===== config.mk =====
export PLATFORM = sky130hd
export DESIGN_NAME = contra_main
export DESIGN_NICKNAME = d
export VERILOG_FILES = /design/src/verilog/main_map_pkg.sv /design/src/verilog/cabinet_pkg.sv /design/src/verilog/cpu_bus_if.sv /design/src/verilog/addr_decoder.sv /design/src/verilog/cabinet_inputs.sv /design/src/verilog/io_latches.sv /design/src/verilog/main_bus_ctrl.sv /design/src/verilog/contra_main.sv
export SDC_FILE = /design/constraint.sdc
export NUM_CORES = 1
export LEC_CHECK = 0
export ABC_AREA = 1
export BUFFER_PORTS_ARGS = -buffer_cell sky130_fd_sc_hd__buf_2
export CAP_MARGIN = 10
export CORE_ASPECT_RATIO = 0.75
export CORE_MARGIN = 1
export CORE_UTILIZATION = 43
export CTS_CLUSTER_SIZE = 10
export DETAILED_ROUTE_END_ITERATION = 8
export PLACE_DENSITY_LB_ADDON = 0.3
export SETUP_SLACK_MARGIN = 0.02
export SLEW_MARGIN = 20
export SYNTH_ARGS = -nofsm -noshare
export SYNTH_HDL_FRONTEND = slang
export SYNTH_SLANG_ARGS = --single-unit

===== constraint.sdc =====
create_clock -name clk -period 2.3 [get_ports clk]
set_clock_uncertainty 0.05 [all_clocks]
set_input_delay 0.23 -clock clk [delete_from_list [all_inputs] [get_ports clk]]
set_output_delay 0.23 -clock clk [all_outputs]
set_load 0.005 [all_outputs]

===== src/verilog/main_map_pkg.sv =====
/*
 * Main CPU memory map
 * Address and data widths, region windows of the 16-bit map,
 * banked ROM geometry and the region type shared by the bus blocks
 */
package main_map_pkg;

    localparam int ADDR_W = 16;                    // CPU address bus
    localparam int DATA_W = 8;                     // CPU data bus

    localparam logic [DATA_W-1:0] OPEN_BUS = '1;   // Unmapped reads float high

    // Windows on A[15:10]
    localparam logic [5:0] IO_PAGE  = 6'b0000_00;  // 0000-03FF
    localparam logic [5:0] PAL_PAGE = 6'b0000_11;  // 0C00-0FFF

    // Windows on A[15:12]
    localparam logic [3:0] RAM_PAGE  = 4'h1;       // 1000-1FFF
    localparam logic [3:0] BANK_PAGE = 4'h7;       // Bank register, writes only

    // Windows on A[15:13]
    localparam logic [2:0] GFX1_VRAM_PAGE = 3'b001; // 2000-3FFF
    localparam logic [2:0] GFX2_VRAM_PAGE = 3'b010; // 4000-5FFF
    localparam logic [2:0] BANKED_PAGE    = 3'b011; // 6000-7FFF reads

    // I/O page rows on A[7:3]
    localparam logic [4:0] GFX1_CFG_ROW = 5'b00000; // 00-07
    localparam logic [4:0] OUT_ROW      = 5'b00011; // 18-1F
    localparam logic [4:0] GFX2_CFG_ROW = 5'b01100; // 60-67

    localparam int BANK_OFS_W = 13;                // Offset inside a ROM bank
    localparam int DIRECT_W   = 15;                // Top half maps straight through
    localparam int BANK_BASE  = 4;                 // First banked page sits after the fixed 32kB

    typedef enum logic [3:0] {
        ROM, RAM, PAL, GFX1_VRAM, GFX2_VRAM, GFX1_CFG, GFX2_CFG,
        IN, OUT, BANK, NONE
    } region_t;

endpackage


===== src/verilog/cabinet_pkg.sv =====
/*
 * Cabinet I/O definitions
 * Input port offsets on the I/O page, output register
 * offsets and the joystick record
 */
package cabinet_pkg;

    // Input ports, selected by A[2:0]
    localparam logic [2:0] IN_SYS  = 3'd0;   // Start, service, coins
    localparam logic [2:0] IN_P1   = 3'd1;
    localparam logic [2:0] IN_P2   = 3'd2;
    localparam logic [2:0] IN_DSWA = 3'd4;
    localparam logic [2:0] IN_DSWB = 3'd5;
    localparam logic [2:0] IN_DSWC = 3'd6;   // Only four switches fitted

    // Output registers, selected by A[2:1]
    // 0 is the coin counters and 3 the watchdog, neither kept here
    localparam logic [1:0] OUT_SND_IRQ   = 2'd1;
    localparam logic [1:0] OUT_SND_LATCH = 2'd2;

    typedef struct packed {
        logic [1:0] buttons;
        logic       up;
        logic       down;
        logic       left;
        logic       right;    // Bit 0
    } joy_t;

endpackage


===== src/verilog/cpu_bus_if.sv =====
/*
 * Internal CPU bus
 * Latched access from the bus controller, decoded region back
 * from the address decoder, read-only view for the I/O blocks
 */
`timescale 1ns/1ps

interface cpu_bus_if import main_map_pkg::*; (input logic clk);

    logic [ADDR_W-1:0] addr;      // Latched CPU address
    logic              rnw;       // High for reads
    logic [DATA_W-1:0] wdata;     // Latched write data
    logic              strobe;    // One cycle, access happens now
    region_t           region;    // Decode of addr and rnw

    modport ctrl (
        output addr, rnw, wdata, strobe,
        input  region
    );

    modport dec (
        input  clk,               // Only for checks
        input  addr, rnw,
        output region
    );

    // Sampling blocks, register on strobe
    modport io (
        input  addr, wdata, strobe, region
    );

endinterface


===== src/verilog/addr_decoder.sv =====
/*
 * Main CPU address decoder
 * Region decode in the priority of the original map, chip selects
 * gated by the active access phase and the banked ROM address
 */
`timescale 1ns/1ps

module addr_decoder import main_map_pkg::*; #(
    parameter int ROM_AW = 17
) (
    cpu_bus_if.dec                          bus,
    input  logic                            active,   // Access phase, from controller
    input  logic [ROM_AW-BANK_OFS_W-1:0]    bank,
    output logic [ROM_AW-1:0]               rom_addr,
    output logic                            rom_cs,
    output logic                            ram_cs,
    output logic                            pal_cs,
    output logic                            gfx1_vram_cs,
    output logic                            gfx2_vram_cs,
    output logic                            gfx1_cfg_cs,
    output logic                            gfx2_cfg_cs
);

    localparam int BANK_W = ROM_AW - BANK_OFS_W;

    logic [ADDR_W-1:0] a;
    assign a = bus.addr;

    always_comb begin
        if ((a[15] || a[15:13] == BANKED_PAGE) && bus.rnw) begin
            bus.region = ROM;                           // Reads only, writes fall through
        end else if (a[15:12] == BANK_PAGE && !bus.rnw) begin
            bus.region = BANK;
        end else if (a[15:13] == GFX1_VRAM_PAGE) begin
            bus.region = GFX1_VRAM;
        end else if (a[15:13] == GFX2_VRAM_PAGE) begin
            bus.region = GFX2_VRAM;
        end else if (a[15:12] == RAM_PAGE) begin
            bus.region = RAM;
        end else if (a[15:10] == PAL_PAGE) begin
            bus.region = PAL;
        end else if (a[15:10] == IO_PAGE) begin
            // A[9:8] not decoded, page mirrors
            if (bus.rnw)                      bus.region = IN;
            else if (a[7:3] == GFX1_CFG_ROW)  bus.region = GFX1_CFG;
            else if (a[7:3] == GFX2_CFG_ROW)  bus.region = GFX2_CFG;
            else if (a[7:3] == OUT_ROW)       bus.region = OUT;
            else                              bus.region = NONE;
        end else begin
            bus.region = NONE;
        end
    end

    // Fixed top half, or bank+4 in front of the 8kB window offset
    always_comb begin
        if (a[ADDR_W-1])
            rom_addr = {{(ROM_AW-DIRECT_W){1'b0}}, a[DIRECT_W-1:0]};
        else
            rom_addr = {bank + BANK_W'(BANK_BASE), a[BANK_OFS_W-1:0]};
    end

    assign rom_cs       = active && bus.region == ROM;
    assign ram_cs       = active && bus.region == RAM;
    assign pal_cs       = active && bus.region == PAL;
    assign gfx1_vram_cs = active && bus.region == GFX1_VRAM;
    assign gfx2_vram_cs = active && bus.region == GFX2_VRAM;
    assign gfx1_cfg_cs  = active && bus.region == GFX1_CFG;
    assign gfx2_cfg_cs  = active && bus.region == GFX2_CFG;

    // SDRAM needs the ROM address held for the whole access
    a_rom_addr_hold: assert property (@(posedge bus.clk)
        rom_cs && $past(rom_cs) |-> $stable(rom_addr))
        else $error("rom_addr changed during a ROM access");

endmodule


===== src/verilog/cabinet_inputs.sv =====
/*
 * Cabinet input ports
 * Registers the addressed input port on an I/O page read,
 * with the board's joystick bit order and DIP padding
 */
`timescale 1ns/1ps

module cabinet_inputs import main_map_pkg::*, cabinet_pkg::*; (
    input  logic              clk,
    cpu_bus_if.io             bus,
    input  logic [1:0]        start_button,
    input  logic [1:0]        coin_input,
    input  logic              service,
    input  joy_t              joystick1,
    input  joy_t              joystick2,
    input  logic [7:0]        dipsw_a,
    input  logic [7:0]        dipsw_b,
    input  logic [3:0]        dipsw_c,
    output logic [DATA_W-1:0] port_in
);

    // Board wiring puts down/up then right/left in the low nibble
    function automatic logic [DATA_W-1:0] joy_port(input joy_t j);
        return {2'b11, j.buttons, j.down, j.up, j.right, j.left};
    endfunction

    // Sampled at the end of the strobe cycle, read back one cycle later
    always_ff @(posedge clk) begin
        if (bus.strobe && bus.region == IN) begin
            case (bus.addr[2:0])
                IN_SYS:  port_in <= {3'b111, start_button, service, coin_input};
                IN_P1:   port_in <= joy_port(joystick1);
                IN_P2:   port_in <= joy_port(joystick2);
                IN_DSWA: port_in <= dipsw_a;
                IN_DSWB: port_in <= dipsw_b;
                IN_DSWC: port_in <= {4'hf, dipsw_c};   // Upper switches not fitted
                default: ;                             // Offsets 3 and 7 hold last value
            endcase
        end
    end

endmodule


===== src/verilog/io_latches.sv =====
/*
 * I/O page output registers
 * ROM bank register, sound latch and the sound CPU interrupt
 * pulse, written from bank and output strobes
 */
`timescale 1ns/1ps

module io_latches import main_map_pkg::*, cabinet_pkg::*; #(
    parameter int ROM_AW = 17
) (
    input  logic                         clk,
    input  logic                         rst,
    cpu_bus_if.io                        bus,
    output logic [ROM_AW-BANK_OFS_W-1:0] bank,
    output logic [DATA_W-1:0]            snd_latch,
    output logic                         snd_irq
);

    localparam int BANK_W = ROM_AW - BANK_OFS_W;

    logic bank_wr;
    logic out_wr;

    assign bank_wr = bus.strobe && bus.region == BANK;   // Region is write-only
    assign out_wr  = bus.strobe && bus.region == OUT;

    always_ff @(posedge clk) begin
        if (rst) begin
            bank      <= '0;
            snd_latch <= '0;
            snd_irq   <= 1'b0;
        end else begin
            snd_irq <= 1'b0;                             // Pulse lasts one cycle
            if (bank_wr)
                bank <= bus.wdata[BANK_W-1:0];           // Low data bits only
            if (out_wr) begin
                case (bus.addr[2:1])
                    OUT_SND_IRQ:   snd_irq   <= 1'b1;
                    OUT_SND_LATCH: snd_latch <= bus.wdata;
                    default: ;                           // Coin counters, watchdog
                endcase
            end
        end
    end

endmodule


===== src/verilog/main_bus_ctrl.sv =====
/*
 * Main CPU bus controller
 * Four-phase req/ack sequencer with ROM wait states, registered
 * read-data mux and the edge-triggered CPU interrupt flip-flop
 */
`timescale 1ns/1ps

module main_bus_ctrl import main_map_pkg::*; (
    input  logic              clk,
    input  logic              rst,
    // External bus master
    input  logic              bus_req,
    output logic              bus_ack,
    input  logic [ADDR_W-1:0] bus_addr,
    input  logic              bus_rnw,
    input  logic [DATA_W-1:0] bus_wdata,
    output logic [DATA_W-1:0] bus_rdata,
    // Read sources
    input  logic [DATA_W-1:0] rom_data,
    input  logic              rom_ok,
    input  logic [DATA_W-1:0] ram_dout,
    input  logic [DATA_W-1:0] pal_dout,
    input  logic [DATA_W-1:0] gfx1_dout,
    input  logic [DATA_W-1:0] gfx2_dout,
    input  logic [DATA_W-1:0] port_in,
    // Interrupt
    input  logic              gfx_irqn,
    input  logic              dip_pause,
    input  logic              irq_ack,
    output logic              irq_n,
    // Internal bus
    output logic              active,     // Chip selects enabled
    cpu_bus_if.ctrl           bus
);

    typedef enum logic [1:0] {IDLE, ACCESS, WAIT_ROM, ACK} state_t;

    state_t            state;
    logic              strobe_q;          // First cycle of ACCESS
    logic [ADDR_W-1:0] addr_q;
    logic              rnw_q;
    logic [DATA_W-1:0] wdata_q;
    logic [DATA_W-1:0] rd_mux;
    logic              irq_trig;
    logic              irq_trig_q;

    assign bus.addr   = addr_q;
    assign bus.rnw    = rnw_q;
    assign bus.wdata  = wdata_q;
    assign bus.strobe = strobe_q;

    // Selects come up once the strobe cycle is over
    assign active = (state == ACCESS && !strobe_q) || state == WAIT_ROM;

    always_comb begin
        case (bus.region)
            ROM:       rd_mux = rom_data;
            RAM:       rd_mux = ram_dout;
            PAL:       rd_mux = pal_dout;
            IN:        rd_mux = port_in;     // Already registered on the strobe
            GFX1_VRAM: rd_mux = gfx1_dout;
            GFX2_VRAM: rd_mux = gfx2_dout;
            default:   rd_mux = OPEN_BUS;
        endcase
    end

    always_ff @(posedge clk) begin
        if (rst) begin
            state    <= IDLE;
            strobe_q <= 1'b0;
            bus_ack  <= 1'b0;
        end else begin
            strobe_q <= 1'b0;
            case (state)
                IDLE: if (bus_req) begin
                    state    <= ACCESS;
                    strobe_q <= 1'b1;
                end
                ACCESS: if (!strobe_q) begin
                    state   <= ACK;          // Data phase done
                    bus_ack <= 1'b1;
                end else if (bus.region == ROM) begin
                    state <= WAIT_ROM;       // SDRAM latency varies
                end
                WAIT_ROM: if (rom_ok) begin
                    state   <= ACK;
                    bus_ack <= 1'b1;
                end
                ACK: if (!bus_req) begin     // Master done, release
                    state   <= IDLE;
                    bus_ack <= 1'b0;
                end
                default: state <= IDLE;
            endcase
        end
    end

    // Request held stable by the master, sampled once
    always_ff @(posedge clk) begin
        if (state == IDLE && bus_req) begin
            addr_q  <= bus_addr;
            rnw_q   <= bus_rnw;
            wdata_q <= bus_wdata;
        end
        if ((state == ACCESS && !strobe_q) || (state == WAIT_ROM && rom_ok))
            bus_rdata <= rd_mux;             // Valid with bus_ack
    end

    // Vblank from the graphics chip or pause switch, rising edge sets
    assign irq_trig = ~gfx_irqn | dip_pause;

    always_ff @(posedge clk) begin
        if (rst) begin
            irq_trig_q <= 1'b0;
            irq_n      <= 1'b1;
        end else begin
            irq_trig_q <= irq_trig;
            if (irq_ack)
                irq_n <= 1'b1;               // Acknowledge wins
            else if (irq_trig && !irq_trig_q)
                irq_n <= 1'b0;
        end
    end

    a_ack_needs_req: assert property (@(posedge clk) disable iff (rst)
        $rose(bus_ack) |-> bus_req)
        else $error("bus_ack raised with no request pending");

    // ROM data only taken once the SDRAM reports it ready
    a_rom_wait: assert property (@(posedge clk) disable iff (rst)
        $rose(bus_ack) && bus.region == ROM |-> $past(rom_ok))
        else $error("ROM read acknowledged without rom_ok");

endmodule


===== src/verilog/contra_main.sv =====
/*
 * Main CPU section glue
 * Bus controller, address decoder, cabinet inputs and output
 * latches around an external four-phase bus master
 */
`timescale 1ns/1ps

module contra_main import main_map_pkg::*; #(
    parameter int ROM_AW = 17
) (
    input  logic              clk,
    input  logic              rst,
    // Bus master
    input  logic              bus_req,
    output logic              bus_ack,
    input  logic [ADDR_W-1:0] bus_addr,
    input  logic              bus_rnw,
    input  logic [DATA_W-1:0] bus_wdata,
    output logic [DATA_W-1:0] bus_rdata,
    // ROM
    output logic [ROM_AW-1:0] rom_addr,
    output logic              rom_cs,
    input  logic [DATA_W-1:0] rom_data,
    input  logic              rom_ok,
    // Work RAM, palette and graphics
    output logic              ram_cs,
    input  logic [DATA_W-1:0] ram_dout,
    output logic              pal_cs,
    input  logic [DATA_W-1:0] pal_dout,
    output logic              gfx1_vram_cs,
    output logic              gfx2_vram_cs,
    output logic              gfx1_cfg_cs,
    output logic              gfx2_cfg_cs,
    input  logic [DATA_W-1:0] gfx1_dout,
    input  logic [DATA_W-1:0] gfx2_dout,
    input  logic              gfx_irqn,
    // Cabinet
    input  logic [1:0]        start_button,
    input  logic [1:0]        coin_input,
    input  logic              service,
    input  logic [5:0]        joystick1,
    input  logic [5:0]        joystick2,
    input  logic [7:0]        dipsw_a,
    input  logic [7:0]        dipsw_b,
    input  logic [3:0]        dipsw_c,
    input  logic              dip_pause,
    // CPU interrupt
    input  logic              irq_ack,
    output logic              irq_n,
    // Sound CPU
    output logic [DATA_W-1:0] snd_latch,
    output logic              snd_irq
);

    logic [ROM_AW-BANK_OFS_W-1:0] bank;
    logic [DATA_W-1:0]            port_in;
    logic                         active;

    cpu_bus_if bus (.clk(clk));

    main_bus_ctrl i_ctrl (
        .clk       (clk),
        .rst       (rst),
        .bus_req   (bus_req),
        .bus_ack   (bus_ack),
        .bus_addr  (bus_addr),
        .bus_rnw   (bus_rnw),
        .bus_wdata (bus_wdata),
        .bus_rdata (bus_rdata),
        .rom_data  (rom_data),
        .rom_ok    (rom_ok),
        .ram_dout  (ram_dout),
        .pal_dout  (pal_dout),
        .gfx1_dout (gfx1_dout),
        .gfx2_dout (gfx2_dout),
        .port_in   (port_in),
        .gfx_irqn  (gfx_irqn),
        .dip_pause (dip_pause),
        .irq_ack   (irq_ack),
        .irq_n     (irq_n),
        .active    (active),
        .bus       (bus.ctrl)
    );

    addr_decoder #(.ROM_AW(ROM_AW)) i_dec (
        .bus          (bus.dec),
        .active       (active),
        .bank         (bank),
        .rom_addr     (rom_addr),
        .rom_cs       (rom_cs),
        .ram_cs       (ram_cs),
        .pal_cs       (pal_cs),
        .gfx1_vram_cs (gfx1_vram_cs),
        .gfx2_vram_cs (gfx2_vram_cs),
        .gfx1_cfg_cs  (gfx1_cfg_cs),
        .gfx2_cfg_cs  (gfx2_cfg_cs)
    );

    cabinet_inputs i_inputs (
        .clk          (clk),
        .bus          (bus.io),
        .start_button (start_button),
        .coin_input   (coin_input),
        .service      (service),
        .joystick1    (joystick1),   // Packed into the joystick record
        .joystick2    (joystick2),
        .dipsw_a      (dipsw_a),
        .dipsw_b      (dipsw_b),
        .dipsw_c      (dipsw_c),
        .port_in      (port_in)
    );

    io_latches #(.ROM_AW(ROM_AW)) i_latches (
        .clk       (clk),
        .rst       (rst),
        .bus       (bus.io),
        .bank      (bank),
        .snd_latch (snd_latch),
        .snd_irq   (snd_irq)
    );

endmodule


==> results.toml, run 1 <==
[cts]
cts.sinks = 60
cts_buffer_depth = 2
htreeDepth = 3
clk_pin_slew_ns = 0.07
clock_latency_ns = 0.34
ctsRootBufferMaster = "clkbuf_8"
numCtsBuffers = 9
cts_tree = "yes"

[layout]
drive_above_1_share_pct = 38.6
antenna_cells = 0
fin_nets = 662
syn2layout_area_growth_pct = 36.2
fin_area_sq_um = 4490
instances_no_fill = 655

[global_routing]
antenna_found_initial = 0
grt_pass1_vias = 2802
grt_pass1_wl_microns = 12400
grt_usage_pct = 20.4
grt_max_degree = 26
grt-ovfl-total = 0

[synthesis]
synth_xor_xnor_area_share_pct = 0.266
async_reset_ff_share_pct = 0
synth-main-ff-cell = "edfxtp_1"
netlist_area_sq_um = 3290
synth-seq-cells = 60
synth_mux_area_share_pct = 0
syn_nets = 496
synth_top_area_share_pct = 37.4
synth.avg_cell_area_sq_um = 8.60
synth_edf_count = 41
synth-compound-area-share_pct = 11.0
synthAdderAreaFrac_pct = 1.52
synth_top_cell_by_area = "edfxtp_1"
synthCells = 383
synthTopCellsByArea = "edfxtp_1, dfxtp_1, nand2_1"
ys.warnings.count = 0
ys_seq_area_share_pct = 48.9
synth_top_family_by_area = "simple AND/OR/NAND/NOR gates"
netlist-cell-type-count = 39
synth-simple-area-share_pct = 27.9

[sta]
hold_violations = 0
finalSetupTns_ns = 0
setup_viol = 0
finalCriticalPeriod_ns = 2.17
period_share_pct = 94.2
slew_violations = 0
worstMarginPinSlew_ns = 0.755
grt_setup_unrepaired = "false"
relSlewSlack_pct = 49.5
max_freq_ghz = 0.462

[route]
avgRoutedWirePerCell_microns = 12.8
drt_iter0_drc = 116
routed_wl_microns = 8400
first_pass_iters = 4
vias = 3124
vias_per_cell = 4.77
drc = 0
ant_nets = 0

[worst_setup_path]
timing.rr.start = "i_ctrl.bus.addr[13]$_DFFE_PP_"
crit_path_start_kind = "register"
critical_path_class = "reg2out"
end_kind = "output port"
r2r_slack_ns = 0.22
reg2reg_to = "i_inputs.port_in[2]$_DFFE_PP_"
critPathRequiredTime_ns = 2.02
critPathMaxFanout = 5
cp_data_arrival_time_ns = 1.89
ff2ff_path_depth = 8

[flow_run]
max-cap-violations = 0

[worst_hold_path]
hp-start = "bus_addr[6]"
hold_path_depth = 1
hold_path_end = "i_ctrl.bus.addr[6]$_DFFE_PP_"
hold_class = "in2reg"

[die]
initial_core_util_pct = 44.7
row_count = 27
die_w_microns = 103
dieArea_sq_um = 8020
ios = 152
fp.dieH_microns = 77.8
core_sq_um = 7360

[power]
p_leak_uw = 0.00217
ir_drop_uv = 458
p_per_area_nw_per_um2 = 831

[run_status]
status = "finished, final reports clean"

[placed_design]
dp.cells = 623
place_congestion = 0.886
io_buffers = 151
dp_hpwl_microns = 6330
placed_area_sq_um = 4080
-- cell usage after synthesis (8+ instances only) --
library cell,number
inv_1,43
nor2_2,8
a21oi_1,11
dfxtp_1,19
edfxtp_1,41
nand3_1,45
a21oi_2,8
nand2_1,84
nor2_1,40
o21ai_0,18
buf_4,13
a221oi_1,9
-- layer usage --
layer / vias up / track usage, % / wire length, microns
li1: 1608 / - / -
met1: 1390 / 26.3 / 3970
met2: 119 / 33.5 / 3770
met3: 7 / 6.31 / 605
met4: 0 / 4.23 / 52
met5: - / 0 / 0
-- stage by stage --
stage / hold slack (ns) / setup WS [ns] / total power, uW / utilization (%)
final: 0.0125 / 0.134 / 3730 / 60.9
after global routing: 0.000351 / 0.0115 / 3960 / 60.9
after CTS: 0.0000758 / 0.0273 / 3720 / 60.0
after detailed placement: 0.358 / 0.226 / 2640 / 55.5
after global placement: 0.356 / 0.277 / 2620 / 55.5
after floorplan: 0.273 / 0.142 / 2270 / -
-- flip-flops by register name, summed over array words and instances (netlist names) --
register             cells
i_ctrl.bus.addr         16
i_ctrl.bus.rnw           1
i_ctrl.bus.strobe        1
i_ctrl.bus.wdata         8
i_ctrl.bus_ack           1
i_ctrl.bus_rdata         8
i_ctrl.irq_n             1
i_ctrl.irq_trig_q        1
i_ctrl.state             2
i_inputs.port_in         8
i_latches.bank           4
i_latches.snd_irq        1
i_latches.snd_latch      8
-- worst max path at each step --
stage                                        from                            end  slack [ns]
detailed placement  i_ctrl.bus.addr[15]$_DFFE_PP_  i_inputs.port_in[0]$_DFFE_PP_        0.23
global placement    i_ctrl.bus.addr[15]$_DFFE_PP_  i_inputs.port_in[1]$_DFFE_PP_        0.28
floorplan           i_ctrl.bus.addr[15]$_DFFE_PP_  i_inputs.port_in[0]$_DFFE_PP_        0.14
global route        i_ctrl.bus.addr[13]$_DFFE_PP_                    gfx1_cfg_cs        0.01
CTS                 i_ctrl.bus.addr[13]$_DFFE_PP_                    gfx2_cfg_cs        0.03
finish              i_ctrl.bus.addr[13]$_DFFE_PP_                    gfx1_cfg_cs        0.13
-- what timing repair did --
item,CTS,global route
endpoints found under the hold margin,11,2
buffers inserted,0,3
pin swaps,0,1
resized for setup,1,5
endpoints found under the setup margin,1,10
hold buffers,11,2
-- where the power goes --
group          total [uW]  switching (uW)  internal [uW]
sequential           1510             107           1400
combinational        1160             707            455
clock                1060             441            614
total                3730            1260           2470
-- worst max-delay path: stages, from the launching register on --
cell,delay [ns]
edfxtp_1,0.51
nor2_4,0.20
nand3_2,0.10
inv_1,0.08
nand2_1,0.14
nand2_2,0.14
nand2_1,0.10
nor2_1,0.15
buf_2,0.13
-- cells in the final DEF, fill, tap and decap left out, types with 2 or more instances in the layout --
cell type	synthesis	final
a211oi_1	2	2
a21oi_1	11	10
a21oi_2	8	9
a221oi_1	9	9
a22o_1	3	3
buf_2	1	151
buf_4	13	12
bufinv_16	0	2
clkbuf_8	1	9
clkinv_4	0	2
dfxtp_1	19	19
dlygate4sd3_1	0	13
edfxtp_1	41	41
ha_1	4	4
inv_1	43	43
inv_2	3	3
nand2_1	84	83
nand2_2	3	4
nand3_1	45	45
nand3_2	2	2
nand4_1	2	2
nor2_1	40	39
nor2_2	8	6
nor2_4	1	4
nor3_1	3	2
nor3_2	1	2
o21ai_0	18	18
-- cells by family (layout without fill, tap and decap cells) --
kind of cell | after synthesis | in the layout
simple gates | 196 | 196
compound gates | 54 | 54
fa+ha+maj | 4 | 4
flops | 60 | 60
buf+inv | 68 | 239
xor+xnor | 1 | 1
-- area by class of cell --
class                      instances  area [sq um]
tap                              101           126
clock buffer                       9           124
clock inverter                     7          98.8
multi-input combinational        255          1370
timing repair buffer             176           976
inverter                          47           179
sequential                        60          1610
fill                             681          2880
Note: power is estimated with default switching activity, not from simulation.
==> run 2: changes to the inputs <==
Settings changed: ABC_CLOCK_PERIOD_IN_PS from default to 2300, CORE_UTILIZATION 43 to 40.
==> run 2 against run 1 <==
Sequential cell count stayed put; die area grew 7.3%; critical endpoint is now gfx2_cfg_cs; maximum frequency grew 1.5%; critical path type unchanged; non-clock buffer count is 8 higher.
==> results.toml, run 2 (synthesis results as in run 1) <==
[die]
ios = 152
die_w_microns = 107
core_sq_um = 7920
row_count = 28
dieArea_sq_um = 8610
initial_core_util_pct = 41.6
fp.dieH_microns = 80.6

[sta]
max_freq_ghz = 0.469
hold_ws_ns = 0.0186
worst_slack_ns = 0.166
slew_violations = 0
hold_violations = 0
relSlewSlack_pct = 54.6
worstMarginPinSlew_ns = 0.674
period_share_pct = 92.8
setup_viol = 0
finalSetupTns_ns = 0
grt_setup_unrepaired = "false"
finalCriticalPeriod_ns = 2.13

[flow_run]
max-cap-violations = 0

[route]
vias_per_cell = 4.78
routed_wl_microns = 8630
avgRoutedWirePerCell_microns = 12.9
drt_iter0_drc = 136
vias = 3186
ant_nets = 0
first_pass_iters = 4
drc = 0

[global_routing]
antenna_found_initial = 0
grt_pass1_wl_microns = 13200
grt_usage_pct = 20.1
grt_max_degree = 26
grt-ovfl-total = 0
grt_pass1_vias = 2964

[cts]
numCtsBuffers = 9
ctsRootBufferMaster = "clkbuf_8"
cts_tree = "yes"
clock_latency_ns = 0.35
cts_buffer_depth = 2
htreeDepth = 3
cts.sinks = 60
clk_pin_slew_ns = 0.08

[layout]
final_common_cell = "buf_2"
instances_no_fill = 667
antenna_cells = 0
mostFrequentLayoutCells = "buf_2, nand2_1, nand3_1, inv_1, edfxtp_1"
nFillCells = 721
syn2layout_area_growth_pct = 38.9
largest_reg_flops = 16
drive_above_1_share_pct = 38.1
fin_nets = 670

[worst_hold_path]
hold_class = "in2reg"

[power]
p_per_area_nw_per_um2 = 818
finalPower_uw = 3740
ir_drop_uv = 354
p_leak_uw = 0.00221

[worst_setup_path]
critPathMaxFanout = 6
crit_path_start_kind = "register"
end_kind = "output port"
cp_data_arrival_time_ns = 1.85
critPathRequiredTime_ns = 2.02
critical_path_class = "reg2out"

[placed_design]
dp_hpwl_microns = 6480
io_buffers = 151
place_congestion = 0.864
pre_cts_ws_ns = 0.192
dp.cells = 627

[run_status]
status = "finished, final reports clean"
==> run 2: cell types whose count changed in the layout (fill, tap and decap cells not counted), sizes merged <==
cell / delta
clkinv: -1
inv: +2
clkbuf: +1
dlygate4sd3: +9
bufinv: -1
clkinvlp: -1
buf: -1
==> run 2: critical path, stage by stage (launching register included) <==
cell and delay [ns]:
edfxtp_1 0.53, inv_2 0.10, nand2_2 0.11, nor2_4 0.07, nor2_2 0.16, nand3_4 0.13, nor3_1 0.25, buf_2 0.16
==> run 2: repair_timing <==
item / 4_1_cts / 5_1_grt
hold buffers: 20 / 2
hold endpoints to repair: 20 / 2
gates resized for setup: 0 / 7
setup buffers: 0 / 2
endpoints found under the setup margin: 0 / 10
==> run 2: worst paths after layout <==
kind	to	slack, ns	depth (start not counted)	startpoint
worst min register to register	i_ctrl.irq_n$_SDFFE_PP1P_	0.43	2	i_ctrl.irq_trig_q$_SDFF_PP0_
worst min-delay path	i_ctrl.bus.addr[4]$_DFFE_PP_	0.02	1	bus_addr[4]
worst max-delay path	gfx2_cfg_cs	0.17	7	i_ctrl.bus.addr[15]$_DFFE_PP_
worst max register to register	i_inputs.port_in[4]$_DFFE_PP_	0.31	9	i_ctrl.bus.addr[15]$_DFFE_PP_
==> run 2: final cells by class <==
cell class | instances | area, sq um | share of cell area, %
Tap cell | 105 | 131 | 2.87
Multi-Input combinational cell | 255 | 1370 | 29.9
Timing Repair Buffer | 184 | 1060 | 23.1
Clock inverter | 6 | 76.3 | 1.67
Clock buffer | 10 | 149 | 3.25
Sequential cell | 60 | 1610 | 35.2
Inverter | 47 | 179 | 3.91
==> run 2: metrics by stage <==
stage               util, %  cell area [sq um]
finish                 57.8               4580
global route           57.8               4580
CTS                    57.0               4510
detailed placement     51.6               4090
global placement       51.6               4090
floorplan                 -               3290
==> run 2: layer usage <==
| metal | vias to the layer above | routed length (microns) | share of wire, % | GRT usage (%) |
|---|---|---|---|---|
| li1 | 1624 | - | - | - |
| met1 | 1434 | 3980 | 46 | 25.2 |
| met2 | 124 | 4010 | 47 | 33.8 |
| met3 | 4 | 617 | 7.1 | 5.36 |
| met4 | 0 | 22 | 0.25 | 6.16 |
| met5 | - | 0 | 0 | 0 |
==> run 2: power breakdown <==
group | switching (uW) | internal [uW] | leakage (uW) | total [uW]
registers | 115 | 1400 | 0.000534 | 1520
clock network | 460 | 584 | 0.000115 | 1040
logic | 710 | 469 | 0.00156 | 1180
